**src/rtl/uart_defs.svh**
```systemverilog
`ifndef UART_DEFS_SVH
`define UART_DEFS_SVH

////////////////////////////////////////
// Serial line timing
////////////////////////////////////////

`define UART_CLKS_PER_BIT 16        // Clock cycles per serial bit

// Receive buffer depth in bytes
`define UART_FIFO_DEPTH   8

////////////////////////////////////////
// Wishbone register map
////////////////////////////////////////

`define UART_WB_DW        8         // Data bus width
`define UART_WB_AW        2         // Word address width

`define UART_ADDR_DATA    0
`define UART_ADDR_STATUS  1
`define UART_ADDR_CTRL    2

// STATUS register bit positions
`define UART_ST_RX_EMPTY  0
`define UART_ST_RX_FULL   1
`define UART_ST_TX_BUSY   2
`define UART_ST_PAR_ERR   3         // Sticky
`define UART_ST_FRM_ERR   4         // Sticky
`define UART_ST_OVERRUN   5         // Sticky

`endif

```
**src/rtl/uart_pkg.sv**
```systemverilog
`default_nettype none
`include "uart_defs.svh"

package uart_pkg;

    // Parity mode as held in CTRL[1:0], code 3 behaves like none
    typedef enum logic [1:0] {
        PARITY_NONE = 2'd0,
        PARITY_EVEN = 2'd1,
        PARITY_ODD  = 2'd2
    } parity_t;

    typedef enum logic [`UART_WB_AW-1:0] {
        REG_DATA   = `UART_ADDR_DATA,
        REG_STATUS = `UART_ADDR_STATUS,
        REG_CTRL   = `UART_ADDR_CTRL
    } reg_addr_t;

    typedef enum logic [2:0] {
        TX_IDLE, TX_START, TX_DATA, TX_PARITY, TX_STOP
    } tx_state_t;

    typedef enum logic [2:0] {
        RX_IDLE, RX_START, RX_DATA, RX_PARITY, RX_STOP
    } rx_state_t;

endpackage

`default_nettype wire

```
**src/rtl/uart_tx.sv**
```systemverilog
`timescale 1ns/1ns
`default_nettype none
`include "uart_defs.svh"

module uart_tx
(
    input  logic              clk,
    input  logic              rst,
    input  logic              tx_start,
    input  logic [7:0]        tx_byte,
    input  uart_pkg::parity_t parity,
    input  logic              two_stop,
    output logic              tx,
    output logic              tx_busy
);

    localparam int BIT_CLKS = `UART_CLKS_PER_BIT;
    localparam int CNT_W    = $clog2(BIT_CLKS);

    uart_pkg::tx_state_t state;
    logic [CNT_W-1:0]    bit_cnt;           // Clocks spent in the current bit
    logic [2:0]          data_idx;
    logic                stop_idx;          // High during the second stop bit
    logic [7:0]          data_q;
    uart_pkg::parity_t   par_mode;
    logic                stop2_q;
    logic                bit_done;
    logic                par_en;
    logic                par_bit;

    assign bit_done = (bit_cnt == CNT_W'(BIT_CLKS - 1));
    assign par_en   = (par_mode == uart_pkg::PARITY_EVEN) || (par_mode == uart_pkg::PARITY_ODD);
    assign par_bit  = (par_mode == uart_pkg::PARITY_ODD) ? ~^data_q : ^data_q;

    // Frame settings are frozen for the whole frame
    always_ff @(posedge clk)
    begin
        if (tx_start && state == uart_pkg::TX_IDLE)
        begin
            data_q   <= tx_byte;
            par_mode <= parity;
            stop2_q  <= two_stop;
        end
    end

    ////////////////////////////////////////
    // Frame sequencer
    ////////////////////////////////////////

    always_ff @(posedge clk)
    begin
        if (rst)
        begin
            state    <= uart_pkg::TX_IDLE;
            tx       <= 1'b1;                   // Line idles high
            tx_busy  <= 1'b0;
            bit_cnt  <= '0;
            data_idx <= '0;
            stop_idx <= 1'b0;
        end
        else if (state == uart_pkg::TX_IDLE)
        begin
            if (tx_start)
            begin
                state   <= uart_pkg::TX_START;
                tx      <= 1'b0;                // Start bit
                tx_busy <= 1'b1;
                bit_cnt <= '0;
            end
        end
        else
        begin
            bit_cnt <= bit_done ? '0 : bit_cnt + 1'b1;
            if (bit_done)
            begin
                case (state)
                    uart_pkg::TX_START:
                    begin
                        state    <= uart_pkg::TX_DATA;
                        tx       <= data_q[0];      // LSB first
                        data_idx <= 3'd0;
                    end
                    uart_pkg::TX_DATA:
                    begin
                        if (data_idx == 3'd7)
                        begin
                            state    <= par_en ? uart_pkg::TX_PARITY : uart_pkg::TX_STOP;
                            tx       <= par_en ? par_bit : 1'b1;
                            stop_idx <= 1'b0;
                        end
                        else
                        begin
                            data_idx <= data_idx + 3'd1;
                            tx       <= data_q[data_idx + 3'd1];
                        end
                    end
                    uart_pkg::TX_PARITY:
                    begin
                        state <= uart_pkg::TX_STOP;
                        tx    <= 1'b1;
                    end
                    default:
                    begin
                        // Stop bit finished, maybe one more
                        if (stop2_q && !stop_idx)
                        begin
                            stop_idx <= 1'b1;
                        end
                        else
                        begin
                            state   <= uart_pkg::TX_IDLE;
                            tx_busy <= 1'b0;
                        end
                    end
                endcase
            end
        end
    end

endmodule

`default_nettype wire

```
**src/rtl/uart_rx.sv**
```systemverilog
`timescale 1ns/1ns
`default_nettype none
`include "uart_defs.svh"

module uart_rx
(
    input  logic              clk,
    input  logic              rst,
    input  logic              rx,
    input  uart_pkg::parity_t parity,
    output logic              rx_valid,
    output logic [7:0]        rx_byte,
    output logic              par_err,
    output logic              frm_err
);

    localparam int BIT_CLKS  = `UART_CLKS_PER_BIT;
    localparam int HALF_CLKS = BIT_CLKS / 2;
    localparam int CNT_W     = $clog2(BIT_CLKS);

    uart_pkg::rx_state_t state;
    logic [CNT_W-1:0]    bit_cnt;
    logic [2:0]          data_idx;
    logic                rx_meta;
    logic                rx_sync;
    logic                rx_prev;           // Previous synchronized sample for edge detect
    logic                par_bad;
    logic                par_en;
    logic                par_exp;
    logic                bit_done;
    logic                half_done;

    assign bit_done  = (bit_cnt == CNT_W'(BIT_CLKS - 1));
    assign half_done = (bit_cnt == CNT_W'(HALF_CLKS - 1));
    assign par_en    = (parity == uart_pkg::PARITY_EVEN) || (parity == uart_pkg::PARITY_ODD);
    assign par_exp   = (parity == uart_pkg::PARITY_ODD) ? ~^rx_byte : ^rx_byte;

    // Two-flop synchronizer, preset to the idle level
    always_ff @(posedge clk)
    begin
        if (rst)
        begin
            rx_meta <= 1'b1;
            rx_sync <= 1'b1;
            rx_prev <= 1'b1;
        end
        else
        begin
            rx_meta <= rx;
            rx_sync <= rx_meta;
            rx_prev <= rx_sync;
        end
    end

    // Data bits arrive LSB first
    always_ff @(posedge clk)
    begin
        if (state == uart_pkg::RX_DATA && bit_done)
        begin
            rx_byte <= {rx_sync, rx_byte[7:1]};
        end
    end

    ////////////////////////////////////////
    // Frame sampler
    ////////////////////////////////////////

    always_ff @(posedge clk)
    begin
        if (rst)
        begin
            state    <= uart_pkg::RX_IDLE;
            bit_cnt  <= '0;
            data_idx <= '0;
            par_bad  <= 1'b0;
            rx_valid <= 1'b0;
            par_err  <= 1'b0;
            frm_err  <= 1'b0;
        end
        else
        begin
            rx_valid <= 1'b0;
            par_err  <= 1'b0;
            frm_err  <= 1'b0;
            bit_cnt  <= bit_done ? '0 : bit_cnt + 1'b1;
            case (state)
                uart_pkg::RX_IDLE:
                begin
                    bit_cnt <= '0;
                    if (rx_prev && !rx_sync)    // Falling edge
                    begin
                        state <= uart_pkg::RX_START;
                    end
                end
                uart_pkg::RX_START:
                begin
                    if (half_done)
                    begin
                        bit_cnt <= '0;
                        // A high line here was only a glitch
                        state    <= rx_sync ? uart_pkg::RX_IDLE : uart_pkg::RX_DATA;
                        data_idx <= 3'd0;
                        par_bad  <= 1'b0;
                    end
                end
                uart_pkg::RX_DATA:
                begin
                    if (bit_done)
                    begin
                        data_idx <= data_idx + 3'd1;
                        if (data_idx == 3'd7)
                        begin
                            state <= par_en ? uart_pkg::RX_PARITY : uart_pkg::RX_STOP;
                        end
                    end
                end
                uart_pkg::RX_PARITY:
                begin
                    if (bit_done)
                    begin
                        par_bad <= (rx_sync != par_exp);
                        state   <= uart_pkg::RX_STOP;
                    end
                end
                default:
                begin
                    // Decide at the middle of the first stop bit
                    if (bit_done)
                    begin
                        state    <= uart_pkg::RX_IDLE;
                        frm_err  <= !rx_sync;
                        par_err  <= par_bad;
                        rx_valid <= rx_sync && !par_bad;
                    end
                end
            endcase
        end
    end

endmodule

`default_nettype wire

```
**src/rtl/rx_fifo.sv**
```systemverilog
`timescale 1ns/1ns
`default_nettype none
`include "uart_defs.svh"

module rx_fifo
#(
    parameter int DEPTH = `UART_FIFO_DEPTH
)
(
    input  logic       clk,
    input  logic       rst,
    input  logic       push,
    input  logic [7:0] push_data,
    input  logic       pop,
    output logic [7:0] pop_data,
    output logic       empty,
    output logic       full,
    output logic       overrun
);

    localparam int AW = $clog2(DEPTH);

    logic [7:0]    mem [DEPTH];
    logic [AW-1:0] wr_ptr;
    logic [AW-1:0] rd_ptr;
    logic [AW:0]   count;
    logic          do_push;
    logic          do_pop;

    assign do_push  = push && !full;
    assign do_pop   = pop && !empty;
    assign empty    = (count == '0);
    assign full     = (count == (AW + 1)'(DEPTH));
    assign pop_data = mem[rd_ptr];              // Show-ahead

    always_ff @(posedge clk)
    begin
        if (do_push)
        begin
            mem[wr_ptr] <= push_data;
        end
    end

    always_ff @(posedge clk)
    begin
        if (rst)
        begin
            wr_ptr  <= '0;
            rd_ptr  <= '0;
            count   <= '0;
            overrun <= 1'b0;
        end
        else
        begin
            overrun <= push && full;            // Byte is lost
            if (do_push)
            begin
                wr_ptr <= wr_ptr + 1'b1;
            end
            if (do_pop)
            begin
                rd_ptr <= rd_ptr + 1'b1;
            end
            case ({do_push, do_pop})
                2'b10:   count <= count + 1'b1;
                2'b01:   count <= count - 1'b1;
                default: count <= count;
            endcase
        end
    end

endmodule

`default_nettype wire

```
**src/rtl/uart_wb_regs.sv**
```systemverilog
`timescale 1ns/1ns
`default_nettype none
`include "uart_defs.svh"

module uart_wb_regs
(
    input  logic                   clk,
    input  logic                   rst,
    input  logic                   wb_cyc,
    input  logic                   wb_stb,
    input  logic                   wb_we,
    input  logic [`UART_WB_AW-1:0] wb_adr,
    input  logic [`UART_WB_DW-1:0] wb_dat_i,
    output logic [`UART_WB_DW-1:0] wb_dat_o,
    output logic                   wb_ack,
    output logic                   tx_start,
    output logic [7:0]             tx_byte,
    input  logic                   tx_busy,
    output uart_pkg::parity_t      parity,
    output logic                   two_stop,
    output logic                   fifo_pop,
    input  logic [7:0]             fifo_data,
    input  logic                   fifo_empty,
    input  logic                   fifo_full,
    input  logic                   par_err,
    input  logic                   frm_err,
    input  logic                   overrun
);

    uart_pkg::reg_addr_t    addr;
    logic                   req;
    logic                   take;       // Access completes, ack follows next cycle
    logic                   done;       // Ack already given for this strobe
    logic                   wr_data;
    logic                   wr_status;
    logic                   par_flag;
    logic                   frm_flag;
    logic                   ovr_flag;
    logic [`UART_WB_DW-1:0] status;
    logic [`UART_WB_DW-1:0] rd_data;

    assign addr      = uart_pkg::reg_addr_t'(wb_adr);
    assign wr_data   = wb_we && (addr == uart_pkg::REG_DATA);
    assign req       = wb_cyc && wb_stb && !wb_ack && !done;
    assign take      = req && !(wr_data && tx_busy);    // Hold off while the line is busy
    assign wr_status = take && wb_we && (addr == uart_pkg::REG_STATUS);

    assign tx_start = take && wr_data;
    assign tx_byte  = wb_dat_i;
    assign fifo_pop = take && !wb_we && (addr == uart_pkg::REG_DATA) && !fifo_empty;

    always_comb
    begin
        status                    = '0;
        status[`UART_ST_RX_EMPTY] = fifo_empty;
        status[`UART_ST_RX_FULL]  = fifo_full;
        status[`UART_ST_TX_BUSY]  = tx_busy;
        status[`UART_ST_PAR_ERR]  = par_flag;
        status[`UART_ST_FRM_ERR]  = frm_flag;
        status[`UART_ST_OVERRUN]  = ovr_flag;
    end

    always_comb
    begin
        case (addr)
            uart_pkg::REG_DATA:   rd_data = fifo_empty ? '0 : fifo_data;
            uart_pkg::REG_STATUS: rd_data = status;
            uart_pkg::REG_CTRL:   rd_data = {5'b0, two_stop, parity};
            default:              rd_data = '0;
        endcase
    end

    always_ff @(posedge clk)
    begin
        if (take)
        begin
            wb_dat_o <= rd_data;
        end
    end

    ////////////////////////////////////////
    // Handshake, CTRL and sticky errors
    ////////////////////////////////////////

    always_ff @(posedge clk)
    begin
        if (rst)
        begin
            wb_ack   <= 1'b0;
            done     <= 1'b0;
            parity   <= uart_pkg::PARITY_NONE;
            two_stop <= 1'b0;
            par_flag <= 1'b0;
            frm_flag <= 1'b0;
            ovr_flag <= 1'b0;
        end
        else
        begin
            wb_ack <= take;
            done   <= (done || wb_ack) && wb_cyc && wb_stb;     // Rearm once stb drops
            if (take && wb_we && addr == uart_pkg::REG_CTRL)
            begin
                parity   <= uart_pkg::parity_t'(wb_dat_i[1:0]);
                two_stop <= wb_dat_i[2];
            end
            // New errors win over a clear in the same cycle
            par_flag <= par_err || (par_flag && !(wr_status && wb_dat_i[`UART_ST_PAR_ERR]));
            frm_flag <= frm_err || (frm_flag && !(wr_status && wb_dat_i[`UART_ST_FRM_ERR]));
            ovr_flag <= overrun || (ovr_flag && !(wr_status && wb_dat_i[`UART_ST_OVERRUN]));
        end
    end

endmodule

`default_nettype wire

```
**src/rtl/uart_wb_top.sv**
```systemverilog
`timescale 1ns/1ns
`default_nettype none
`include "uart_defs.svh"

module uart_wb_top
(
    input  logic                   clk,
    input  logic                   rst,
    input  logic                   wb_cyc,
    input  logic                   wb_stb,
    input  logic                   wb_we,
    input  logic [`UART_WB_AW-1:0] wb_adr,
    input  logic [`UART_WB_DW-1:0] wb_dat_i,
    output logic [`UART_WB_DW-1:0] wb_dat_o,
    output logic                   wb_ack,
    input  logic                   rx,
    output logic                   tx
);

    logic              tx_start;
    logic [7:0]        tx_byte;
    logic              tx_busy;
    uart_pkg::parity_t parity;
    logic              two_stop;
    logic              rx_valid;
    logic [7:0]        rx_byte;
    logic              par_err;
    logic              frm_err;
    logic              fifo_pop;
    logic [7:0]        fifo_data;
    logic              fifo_empty;
    logic              fifo_full;
    logic              overrun;

    // Host side
    uart_wb_regs regs_inst
    (
        .clk        (clk),
        .rst        (rst),
        .wb_cyc     (wb_cyc),
        .wb_stb     (wb_stb),
        .wb_we      (wb_we),
        .wb_adr     (wb_adr),
        .wb_dat_i   (wb_dat_i),
        .wb_dat_o   (wb_dat_o),
        .wb_ack     (wb_ack),
        .tx_start   (tx_start),
        .tx_byte    (tx_byte),
        .tx_busy    (tx_busy),
        .parity     (parity),
        .two_stop   (two_stop),
        .fifo_pop   (fifo_pop),
        .fifo_data  (fifo_data),
        .fifo_empty (fifo_empty),
        .fifo_full  (fifo_full),
        .par_err    (par_err),
        .frm_err    (frm_err),
        .overrun    (overrun)
    );

    uart_tx tx_inst
    (
        .clk      (clk),
        .rst      (rst),
        .tx_start (tx_start),
        .tx_byte  (tx_byte),
        .parity   (parity),
        .two_stop (two_stop),
        .tx       (tx),
        .tx_busy  (tx_busy)
    );

    uart_rx rx_inst
    (
        .clk      (clk),
        .rst      (rst),
        .rx       (rx),
        .parity   (parity),
        .rx_valid (rx_valid),
        .rx_byte  (rx_byte),
        .par_err  (par_err),
        .frm_err  (frm_err)
    );

    // Only good frames reach the buffer
    rx_fifo #(.DEPTH(`UART_FIFO_DEPTH)) fifo_inst
    (
        .clk       (clk),
        .rst       (rst),
        .push      (rx_valid),
        .push_data (rx_byte),
        .pop       (fifo_pop),
        .pop_data  (fifo_data),
        .empty     (fifo_empty),
        .full      (fifo_full),
        .overrun   (overrun)
    );

endmodule

`default_nettype wire

```
**config.mk**
```make
export PLATFORM = sky130hd
export DESIGN_NAME = uart_wb_top
export DESIGN_NICKNAME = d
export VERILOG_FILES = /design/src/rtl/uart_pkg.sv /design/src/rtl/uart_tx.sv /design/src/rtl/uart_rx.sv /design/src/rtl/rx_fifo.sv /design/src/rtl/uart_wb_regs.sv /design/src/rtl/uart_wb_top.sv
export VERILOG_INCLUDE_DIRS = /design/src /design/src/rtl
export SDC_FILE = /design/constraint.sdc
export NUM_CORES = 1
export LEC_CHECK = 0
export ABC_AREA = 1
export BUFFER_PORTS_ARGS = -buffer_cell sky130_fd_sc_hd__buf_4
export CORE_MARGIN = 2
export CORE_UTILIZATION = 60
export CTS_CLUSTER_DIAMETER = 30
export DETAILED_ROUTE_END_ITERATION = 8
export PLACE_DENSITY = 0.78
export SLEW_MARGIN = 10
export SYNTH_ARGS = -nofsm -noshare
export SYNTH_HDL_FRONTEND = slang
export SYNTH_HIERARCHICAL = 1
export SYNTH_SLANG_ARGS = --single-unit
```
**constraint.sdc**
```tcl
create_clock -name clk -period 3 [get_ports clk]
set_clock_uncertainty 0.05 [all_clocks]
set_input_delay 0.15 -clock clk [delete_from_list [all_inputs] [get_ports clk]]
set_output_delay 0.15 -clock clk [all_outputs]
set_load 0.02 [all_outputs]
```
# Word-level counts from Yosys, hierarchy flattened
# Memory sizes are Yosys's and may differ from the RTL's. A register that Yosys moved wholly into a read port is not among the register bits.
# Index checks and enable logic that the tools add are counted.
word_totals:
  regBits: 76
  ram_bits: 64
  wordCells: 207
  memories: 1
memory_table:
  columns: ["memory", "depth", "word_bits", "rd", "rd_ports_with_merged_regs", "write_ports", "line", "rtl"]
  rows:
  - ["fifo_inst.mem", 8, 8, 1, 1, 1, "rx_fifo.sv:23", "logic [7:0] mem [DEPTH];"]
classes:
  addsub: 8
  order_cmp: 1
  eq_ne: 33
  mux: 55
  bitwise: 3
  reduce_logical: 74
ops:
  columns: ["op", "count"]
  rows:
  - ["3-bit two-way mux", 18]
  - ["1-bit logical AND", 29]
  - ["8-bit one-hot mux with 3 select lines", 1]
  - ["4-bit two-way mux", 5]
  - ["1-bit two-way mux", 19]
  - ["2-bit by 1-bit inequality test with 1-bit output (second input constant)", 8]
  - ["4-bit one-hot mux with 2 select lines", 2]
  - ["8-bit XNOR reduction", 2]
  - ["8-bit parity", 2]
  - ["3-bit by 1-bit adder with 3-bit output (second input constant)", 4]
  - ["4-bit by 1-bit adder with 4-bit output (second input constant)", 3]
  - ["3-bit by 2-bit equality test with 1-bit output (second input constant)", 4]
  - ["4-bit equality test (second input constant)", 3]
  - ["1-bit logical NOT", 12]
  - ["3-bit one-hot mux with 2 select lines", 2]
  - ["3-bit one-hot mux with 4 select lines", 1]
  - ["4-bit AND reduction", 3]
  - ["2-bit nonzero test", 6]
  - ["3-bit one-hot mux with 3 select lines", 1]
  - ["3-bit AND reduction", 3]
  - ["2-bit by 1-bit equality test with 1-bit output (second input constant)", 4]
  - ["2-bit equality test (second input constant)", 4]
  - ["8-bit two-way mux", 1]
  - ["3-bit by 1-bit equality test with 1-bit output (second input constant)", 2]
  - ["24 further kinds", 35]

# Depth between registers and ports, before layout
# Gate-level depths: netlist of run 1.
logic_depth:
  depth_word: 11
  mapped_depth: 17
  depth_no_buf: 17

# Modules after synthesis
# Netlist of run 1, hierarchy kept.
by_module_without_submodules:
  columns: ["module", "instances", "cells_per_inst", "area_each_um2"]
  rows:
  - ["rx_fifo", 1, 276, 3220.6]
  - ["uart_tx", 1, 175, 1337.5]
  - ["uart_rx", 1, 146, 1166.1]
  - ["uart_wb_regs", 1, 87, 765.7]

# Worst setup path before layout of run 1
# OpenSTA, ideal clock, no wires.
synth_timing:
  path_type: "register -> register"
  from: "register regs_inst.wb_ack"
  to: "register fifo_inst.count[2]"
  setup_time_ns: 0.115
  arrival_time_ns: 2.177
  required_time_ns: 2.835
  setup_slack_ns: 0.658
  path_stages_with_launch: 17
  period_less_slack_ns: 2.342
  path_cell_list: "dfxtp_1 > nor2_2 > nand2_1 > nor2_4 > inv_1 > nor3_1 > nand2_1 > inv_2 > ha_1 > nand2_1 > inv_1 > nor2_2 > ha_1 > a21oi_1 > xnor2_1 > o21ai_0 > inv_1"
synth_between:
  elab_chain_len: 10
  word_cells_on_any_way: 12
  classes_between: "eq/ne: 2; mux: 1; reduce/logical: 9"
synth_rtl:
  columns: ["element", "line", "rtl"]
  rows:
  - ["from (decl)", "uart_wb_regs.sv:15", "output logic wb_ack,"]
  - ["from (signal assigned)", "uart_wb_regs.sv:99", "wb_ack <= take;"]
  - ["1-bit logical NOT (*)", "uart_wb_regs.sv:44", "assign req = wb_cyc && wb_stb && !wb_ack && !done;"]
  - ["1-bit logical AND (*) (2 in a row)", "uart_wb_regs.sv:44", null]
  - ["1-bit logical AND (*)", "uart_wb_regs.sv:45", "assign take = req && !(wr_data && tx_busy);"]
  - ["net regs_inst.take", "uart_wb_regs.sv:32", "logic take;"]
  - ["1-bit logical AND (*) (3 in a row)", "uart_wb_regs.sv:50", "assign fifo_pop = take && !wb_we && (addr == uart_pkg::REG_DATA) && !fifo_empty;"]
  - ["net fifo_pop", "uart_wb_top.sv:29", "logic fifo_pop;"]
  - ["1-bit logical AND (*)", "rx_fifo.sv:31", "assign do_pop = pop && !empty;"]
  - ["net fifo_inst.do_pop", "rx_fifo.sv:28", "logic do_pop;"]
  - ["2-bit by 1-bit equality test with 1-bit output / 2-bit equality test (equally long branches)", "rx_fifo.sv:64", "case ({do_push, do_pop})"]
  - ["4-bit one-hot mux with 2 select lines / 2-bit nonzero test (equally long branches)", null, null]
  - ["to (signal assigned)", "rx_fifo.sv:65", "2'b10: count <= count + 1'b1;"]
  - ["to (signal assigned)", "rx_fifo.sv:66", "2'b01: count <= count - 1'b1;"]
  - ["to (signal assigned)", "rx_fifo.sv:67", "default: count <= count;"]
  - ["to (decl)", "rx_fifo.sv:26", "logic [AW:0] count;"]
# The timed path passes the listed nets; every way through them passes the cells marked *.
# A chain may end at the register's enable or synchronous reset.

# Final worst setup path of run 1
layout_timing:
  from: "register fifo_inst.count[1]"
  to: "register fifo_inst.count[2]"
layout_between:
  elab_chain_len: 6
  word_cells_on_any_way: 13
  classes_between: "add/sub: 2; eq/ne: 3; mux: 1; reduce/logical: 7"
layout_rtl:
  columns: ["element", "line", "rtl"]
  rows:
  - ["4-bit logical NOT (*)", "rx_fifo.sv:32", "assign empty = (count == '0);"]
  - ["net fifo_empty", "uart_wb_top.sv:31", "logic fifo_empty;"]
  - ["1-bit logical NOT (*)", "uart_wb_regs.sv:50", null]
  - ["1-bit logical AND (*)", "uart_wb_regs.sv:50", null]
  - ["net fifo_pop", "uart_wb_top.sv:29", null]
  - ["1-bit logical AND (*)", "rx_fifo.sv:31", null]
  - ["net fifo_inst.do_pop", "rx_fifo.sv:28", null]
  - ["2-bit by 1-bit equality test with 1-bit output / 2-bit equality test (equally long branches)", "rx_fifo.sv:64", null]
  - ["4-bit one-hot mux with 2 select lines / 2-bit nonzero test (equally long branches)", null, null]
# Marked as above.

==> results of run 1 <==
==> per-stage QoR <==
stage          util (%)  setup slack, ns  hold WS [ns]  instance area [um2]
2_1_floorplan         -            0.658         0.162                 6490
3_3_place_gp       64.7            0.708         0.279                 6740
3_5_place_dp       64.7            0.499         0.280                 6740
4_1_cts            72.3            0.445       0.00304                 7530
5_1_grt            72.3            0.234        0.0231                 7530
6_report           72.3            0.386        0.0281                 7530
==> where the power goes <==
| part | switching [mW] | leakage, nW | internal, mW |
|---|---|---|---|
| clock | 0.804 | 0.314 | 1.44 |
| sequential | 0.0534 | 1.24 | 2.13 |
| combinational | 0.365 | 1.45 | 0.186 |
| total | 1.22 | 3.01 | 3.76 |
==> Yosys cell counts, drive strengths merged <==
| cell type | count |
|---|---|
| ha | 13 |
| nor2 | 99 |
| o31ai | 1 |
| xnor2 | 1 |
| o22ai | 11 |
| buf | 17 |
| nand2 | 157 |
| o21ai | 62 |
| mux2i | 8 |
| a21oi | 33 |
| a22o | 3 |
| nand3b | 1 |
| dfxtp | 52 |
| nand3 | 35 |
| a22oi | 1 |
| and3 | 1 |
| or2 | 2 |
| nand4 | 3 |
| nor3b | 1 |
| nor3 | 5 |
| edfxtp | 91 |
| xor2 | 4 |
| inv | 81 |
| o211ai | 2 |
==> area by class of cell <==
| cell class | instances | share of cell area [%] |
|---|---|---|
| flip-flops and latches | 143 | 50.1 |
| multi-input cells | 443 | 30.1 |
| clock buffers | 22 | 6.73 |
| repair buffers | 44 | 4.85 |
| inverters | 81 | 4.04 |
| well taps | 136 | 2.26 |
| clock inverters | 10 | 1.89 |
==> registers in the layout, summed over array words and instances, names as in the netlist, 4 cells and up, named ones only <==
| name | count |
|---|---|
| rx_inst/bit_cnt | 4 |
| rx_inst/rx_byte | 8 |
| regs_inst/wb_dat_o | 8 |
| tx_inst/bit_cnt | 4 |
| fifo_inst/count | 4 |
| fifo_inst/mem | 64 |
| tx_inst/data_q | 8 |
==> routing by layer <==
layer	track usage [%]	part of all wire, %	vias to the layer above
li1	-	-	2374
met1	32.2	40	2297
met2	41.9	49	253
met3	5.73	7.6	41
met4	13.9	3.3	0
met5	0	0	-
==> worst max path at each step <==
| stage | startpoint | slack (ns) | cells past startpoint | endpoint |
|---|---|---|---|---|
| detailed placement | fifo_inst/count[1] | 0.50 | 17 | fifo_inst/count[2] |
| finish | fifo_inst/count[1] | 0.39 | 17 | fifo_inst/count[2] |
| floorplan | regs_inst/wb_ack | 0.66 | 16 | fifo_inst/count[2] |
| global route | fifo_inst/count[1] | 0.23 | 17 | fifo_inst/count[2] |
| global placement | fifo_inst/count[1] | 0.71 | 17 | fifo_inst/count[2] |
| CTS | fifo_inst/count[1] | 0.44 | 17 | fifo_inst/count[2] |
==> kinds of logic after synthesis <==
kind of cell / Yosys count / synth area share, %
AND/OR/NAND/NOR: 304 / 20.9
flip-flops: 143 / 58.1
AO/OA/AOI/OAI: 113 / 9.58
buffers and inverters: 98 / 6.92
adder cells (fa/ha/maj): 13 / 2.51
multiplexers: 8 / 1.23
XOR/XNOR: 5 / 0.675
==> tightest hold or removal path, cell delays in order <==
cell and delay, ns:
buf_4 0.08, inv_1 0.08, nand2_4 0.08, nor2_1 0.04
==> summary.log, run 1 <==
[run_status] outcome finished, final reports clean
[final_layout] highest-count cells in the layout ignoring fill and taps 146 x nand2_1, 91 x edfxtp_1, 85 x nor2_1
[worst_setup_path] cell-by-cell listing of the critical path nor2_2, nand3_1, inv_1, inv_1, nand3_1, nor3_1, nand2_1, inv_2, ha_1, nand2_1, inv_1, nor2_2, ha_1, a21oi_1, xnor2_1, o21ai_0, inv_1
[routing] 1st-pass router iterations 5
[clock_network] clock input transition at the sequential cells of the worst setup and hold paths 0.06 ns
[synth] Yosys Warn Count 6
[clock_network] number of cells upsized or downsized after cts 0
[worst_setup_path] crit end category flip-flop
[die] initial standard-cell utilization of the core 62.3%
[final_layout] most common cell after layout, fill and taps aside nand2_1
[die] height of the die 108 um
[grt] number of antenna violations at the first check in global routing 0
[synth] largest cells by area after synthesis edfxtp_1 42%, dfxtp_1 16%, nand2_1 8.4%
[pwr] Final Total Pwr 4.98 mW
[synth] Mapped Avg Cell Area 9.49 um2
[worst_setup_path] number of buffers and inverters on the critical path 5
[final_layout] register cell area after layout 3770 um2
[synth] FF+latch count, synth 143
[die] area of the placeable core 10400 um2
[timing] Hold Fails Final Rpt 0
[clock_network] number of buffers inserted to repair setup after CTS 0
[worst_setup_path] Critical Path AT 2.97 ns
[routing] number of nets with antenna violations after detailed routing 0
[die] number of placement rows 37
[grt] wire length of the first global-routing pass 22700 um
[final_layout] Layout Nets 759
[clock_network] clk sinks 143
[worst_setup_path] critical path's top delay family simple AND/OR/NAND/NOR gates
[routing] via count 4965
[routing] wire length per cell 16.0 um
[placement] count of input and output buffers 25
[clock_network] source-to-sink clock delay at the later pin of the worst-skew pair 0.53 ns
[die] chip width 108 um
[worst_setup_path] Critical R2R Capture fifo_inst/count[2]
[pwr] leakage power figure 3.01 nW
[worst_setup_path] Crit path largest cell delay 0.44 ns
[clock_network] clock tree from TritonCTS done
[placement] post-DP HPWL 9120 um
[timing] f_max 0.383 GHz
[clock_network] clock buffer count from CTS 17
[routing] via-per-instance ratio 5.65
[final_layout] FILL cells 707
[synth] area fraction of the dominant cell type after synthesis 42.1%
[worst_setup_path] worst r2r path cells 17
[final_layout] # diodes 0
[synth] number of different library cells in the post-synthesis netlist 37
[timing] final critical-path required period 2.61 ns
[worst_setup_path] Worst Path Required 3.35 ns
[die] number of primary I/O pins 26
[final_layout] Area growth syn-to-layout 16.0%
[final_layout] fraction of final layout cells sized beyond drive strength 1 14.8%
[clock_network] number of H-tree levels 4
[timing] total of endpoints with negative setup slack in the final report 0
[worst_setup_path] Most Frequent Cell on Critical Path inv_1
[synth] portion of the post-synthesis area used by sequential elements 58.1%
[timing] number of slew-limit violations in the final report 0
[final_layout] non-filler instance count after layout 879
[worst_hold_path] min-delay worst type in -> reg
[routing] DRC violation count after routing 0
[flow_run] max-cap check violation count 0
[routing] total wire length 14100 um
[worst_setup_path] reg-to-reg critical path startpoint fifo_inst/count[1]
[worst_hold_path] capture endpoint of the worst hold path regs_inst/wb_dat_o[7]
[die] total die area 11700 um2
[pwr] Peak VDD IR 369 uV
[synth] synthesized net count 713
[worst_hold_path] number of cells on the worst hold path 4
[worst_setup_path] startpoint class of the critical path flip-flop
[worst_setup_path] cell with the biggest individual delay on the critical path dfxtp_1
[synth] cell area after synthesis 6490 um2
[final_layout] Multi-input gate area 2270 um2
[timing] RSZ-0062 raised after global routing no
[clock_network] deepest clock path buffer count 2
[placement] last weighted congestion value of the routability-driven placer 0.934
[worst_hold_path] startpoint of the tightest hold check path wb_adr[0]
[timing] worst relative slew slack 40.6%
[placement] cell count after placement 833
[worst_setup_path] register-to-register path setup slack 0.39 ns
[timing] pin slew with the least headroom to its limit 0.888 ns
[worst_setup_path] worst-path fanout max 7
[pwr] ratio of total power to cell area 662 nW/um2
[grt] total track usage 25.7%
[grt] pin count of the biggest net entering global routing 33
[timing] part of the cycle the worst path needs 87.1%
[grt] leftover overflow at the end of global routing 0
[clock_network] Clock Root Buffer clkbuf_8
[routing] DRC violation total after the first TritonRoute iteration 401
[clock_network] number of hold buffers added after cts 14
[synth] cells after synthesis 684
[synth] area leader, netlist edfxtp_1
[timing] final-layout setup total negative slack 0 ns
[worst_setup_path] category of the critical setup timing path reg -> reg
[grt] number of global-route vias before repair 4817
Power figures use the tool's default switching activity.
==> run 2: changes to the inputs <==
GPL_TIMING_DRIVEN = 0   (was not set)
==> summary.log, run 2 (synthesis results as in run 1) <==
[run_status] outcome finished, final reports clean [unchanged]
[final_layout] highest-count cells in the layout ignoring fill and taps 146 x nand2_1, 91 x edfxtp_1, 85 x nor2_1 [unchanged]
[worst_setup_path] register-to-register path setup slack 0.33 ns [was 0.39 ns]
[grt] most heavily used metal layer in global routing met2 [unchanged]
[clock_network] number of H-tree levels 4 [unchanged]
[placement] area after detailed placement 6830 um2 [was 6740 um2]
[final_layout] Layout Nets 769 [was 759]
[grt] total track usage 26.2% [was 25.7%]
[routing] via count 5017 [was 4965]
[clock_network] source-to-sink clock delay at the later pin of the worst-skew pair 0.53 ns [about the same]
[final_layout] most common cell after layout, fill and taps aside nand2_1 [unchanged]
[flow_run] max-cap check violation count 0 [unchanged]
[clock_network] clock tree from TritonCTS done [unchanged]
[clock_network] deepest clock path buffer count 2 [unchanged]
[worst_setup_path] cell with the biggest individual delay on the critical path nor2_4 [was dfxtp_1]
[grt] grt met3 use 6.93% [was 5.73%]
[grt] GR Layer Usage met1 33.3% [was 32.2%]
[die] number of placement rows 37 [unchanged]
[final_layout] fraction of final layout cells sized beyond drive strength 1 15.8% [was 14.8%]
[clock_network] number of buffers inserted to repair setup after CTS 0 [unchanged]
[timing] total of endpoints with negative setup slack in the final report 0 [unchanged]
[placement] count of input and output buffers 23 [was 25]
[pwr] leakage power figure 3.05 nW [was 3.01 nW]
[timing] final-layout setup total negative slack 0 ns [unchanged]
[timing] Hold Fails Final Rpt 0 [unchanged]
[timing] pin slew with the least headroom to its limit 0.994 ns [was 0.888 ns]
[final_layout] flip-flop count of the largest register after layout 64 [unchanged]
[worst_setup_path] cell-by-cell listing of the critical path nor2_2, nand2_1, nor2_4, inv_1, nor3_1, nand2_1, inv_2, ha_1, nand2_1, inv_1, nor2_2, ha_1, a21oi_1, xnor2_1, o21ai_0, inv_1 [was nor2_2, nand3_1, inv_1, inv_1, nand3_1, nor3_1, nand2_1, inv_2, ha_1, nand2_1, inv_1, nor2_2, ha_1, a21oi_1, xnor2_1, o21ai_0, inv_1]
[placement] cell count after placement 843 [was 833]
[worst_setup_path] startpoint class of the critical path flip-flop [unchanged]
[final_layout] register cell area after layout 3770 um2 [unchanged]
[final_layout] Area growth syn-to-layout 16.4% [was 16.0%]
[timing] number of slew-limit violations in the final report 0 [unchanged]
[clock_network] clk sinks 143 [unchanged]
[clock_network] clock input transition at the sequential cells of the worst setup and hold paths 0.06 ns [about the same]
[final_layout] final cell area excluding filler cells 7550 um2 [was 7530 um2]
[die] chip width 108 um [unchanged]
[final_layout] # diodes 0 [unchanged]
[timing] RSZ-0062 raised after global routing no [unchanged]
[clock_network] Clock Root Buffer clkbuf_8 [unchanged]
[die] number of primary I/O pins 26 [unchanged]
[clock_network] number of cells upsized or downsized after cts 0 [unchanged]
[routing] 1st-pass router iterations 6 [was 5]
[routing] via-per-instance ratio 5.64 [was 5.65]
[grt] number of antenna violations at the first check in global routing 0 [unchanged]
[die] area of the placeable core 10400 um2 [unchanged]
[routing] DRC violation count after routing 0 [unchanged]
[grt] number of global-route vias before repair 4825 [was 4817]
[timing] Hold Slack 0.0400 ns [was 0.0281 ns]
[final_layout] FILL cells 740 [was 707]
[pwr] Final Total Pwr 4.77 mW [was 4.98 mW]
[timing] worst relative slew slack 33.5% [was 40.6%]
[die] total die area 11700 um2 [unchanged]
[routing] total wire length 14300 um [was 14100 um]
[die] height of the die 108 um [unchanged]
[placement] last weighted congestion value of the routability-driven placer 0.926 [was 0.934]
[worst_hold_path] min-delay worst type in -> reg [unchanged]
[final_layout] non-filler instance count after layout 889 [was 879]
[worst_setup_path] crit end category flip-flop [unchanged]
[pwr] ratio of total power to cell area 631 nW/um2 [was 662 nW/um2]
[clock_network] clock buffer count from CTS 17 [unchanged]
[worst_setup_path] category of the critical setup timing path reg -> reg [unchanged]
[routing] DRC violation total after the first TritonRoute iteration 479 [was 401]
[timing] final critical-path required period 2.67 ns [was 2.61 ns]
[timing] f_max 0.375 GHz [was 0.383 GHz]
[grt] global-route met2 utilization 44.4% [was 41.9%]
[die] initial standard-cell utilization of the core 62.3% [unchanged]
[grt] leftover overflow at the end of global routing 0 [unchanged]
[final_layout] Multi-input gate area 2270 um2 [unchanged]
[timing] part of the cycle the worst path needs 89.0% [was 87.1%]
[worst_setup_path] worst-path fanout max 14 [was 7]
[worst_setup_path] Critical Path AT 3.04 ns [was 2.97 ns]
[worst_setup_path] Crit path largest cell delay 0.34 ns [was 0.44 ns]
[placement] post-DP HPWL 9510 um [was 9120 um]
[pwr] Peak VDD IR 540 uV [was 369 uV]
[grt] wire length of the first global-routing pass 23000 um [was 22700 um]
[final_layout] Largest Register fifo_inst/mem [unchanged]
[routing] number of nets with antenna violations after detailed routing 0 [unchanged]
[worst_setup_path] Worst Path Required 3.37 ns [was 3.35 ns]
[routing] wire length per cell 16.0 um [about the same]
[grt] pin count of the biggest net entering global routing 26 [was 33]
-- run 2: final timing paths --
check | from | end | cells after the start
worst max-delay path | regs_inst/wb_ack | fifo_inst/count[2] | 16
worst min-delay path | wb_adr[0] | regs_inst/wb_dat_o[7] | 4
worst max register to register | regs_inst/wb_ack | fifo_inst/count[2] | 16
worst min register to register | rx_inst/rx_meta | rx_inst/rx_sync | 1
-- run 2: power by group --
group | internal (mW) | switching, mW
sequential | 2.13 | 0.0555
combinational | 0.189 | 0.352
clock | 1.27 | 0.769
total | 3.59 | 1.18
-- run 2: final cells by class --
cell class	count	area share (%)
flip-flops and latches	143	50.0
multi-input cells	443	30.0
clock buffers	22	6.28
repair buffers	37	4.14
inverters	81	4.03
well taps	136	2.25
plain buffers	17	1.92
clock inverters	10	1.41
-- run 2: worst max-delay path: cells and delay by family (launching register included) --
kind	cells	cell delay, ns
compound gates	2	0.32
xor+xnor	1	0.10
fa+ha+maj	2	0.41
buf+inv	4	0.39
flops	1	0.32
simple gates	7	0.98
-- run 2: metrics by stage --
step | utilization [%] | setup slack, ns
after global routing | 72.5 | 0.0394
after floorplan | - | 0.658
final | 72.5 | 0.331
after CTS | 72.5 | 0.345
after global placement | 65.6 | 0.497
after detailed placement | 65.6 | 0.373
-- run 2: timing repair --
action,4_1_cts,5_1_grt
hold buffers,14,0
setup endpoints to repair,0,0
hold endpoints to repair,31,0
-- run 2: layer usage --
metal	part of all wire (%)	wire length, um	up-vias
met2	50	7160	198
met3	6.0	853	21
met5	0	0	-
met1	42	6040	2407
li1	-	-	2391
met4	1.5	212	0
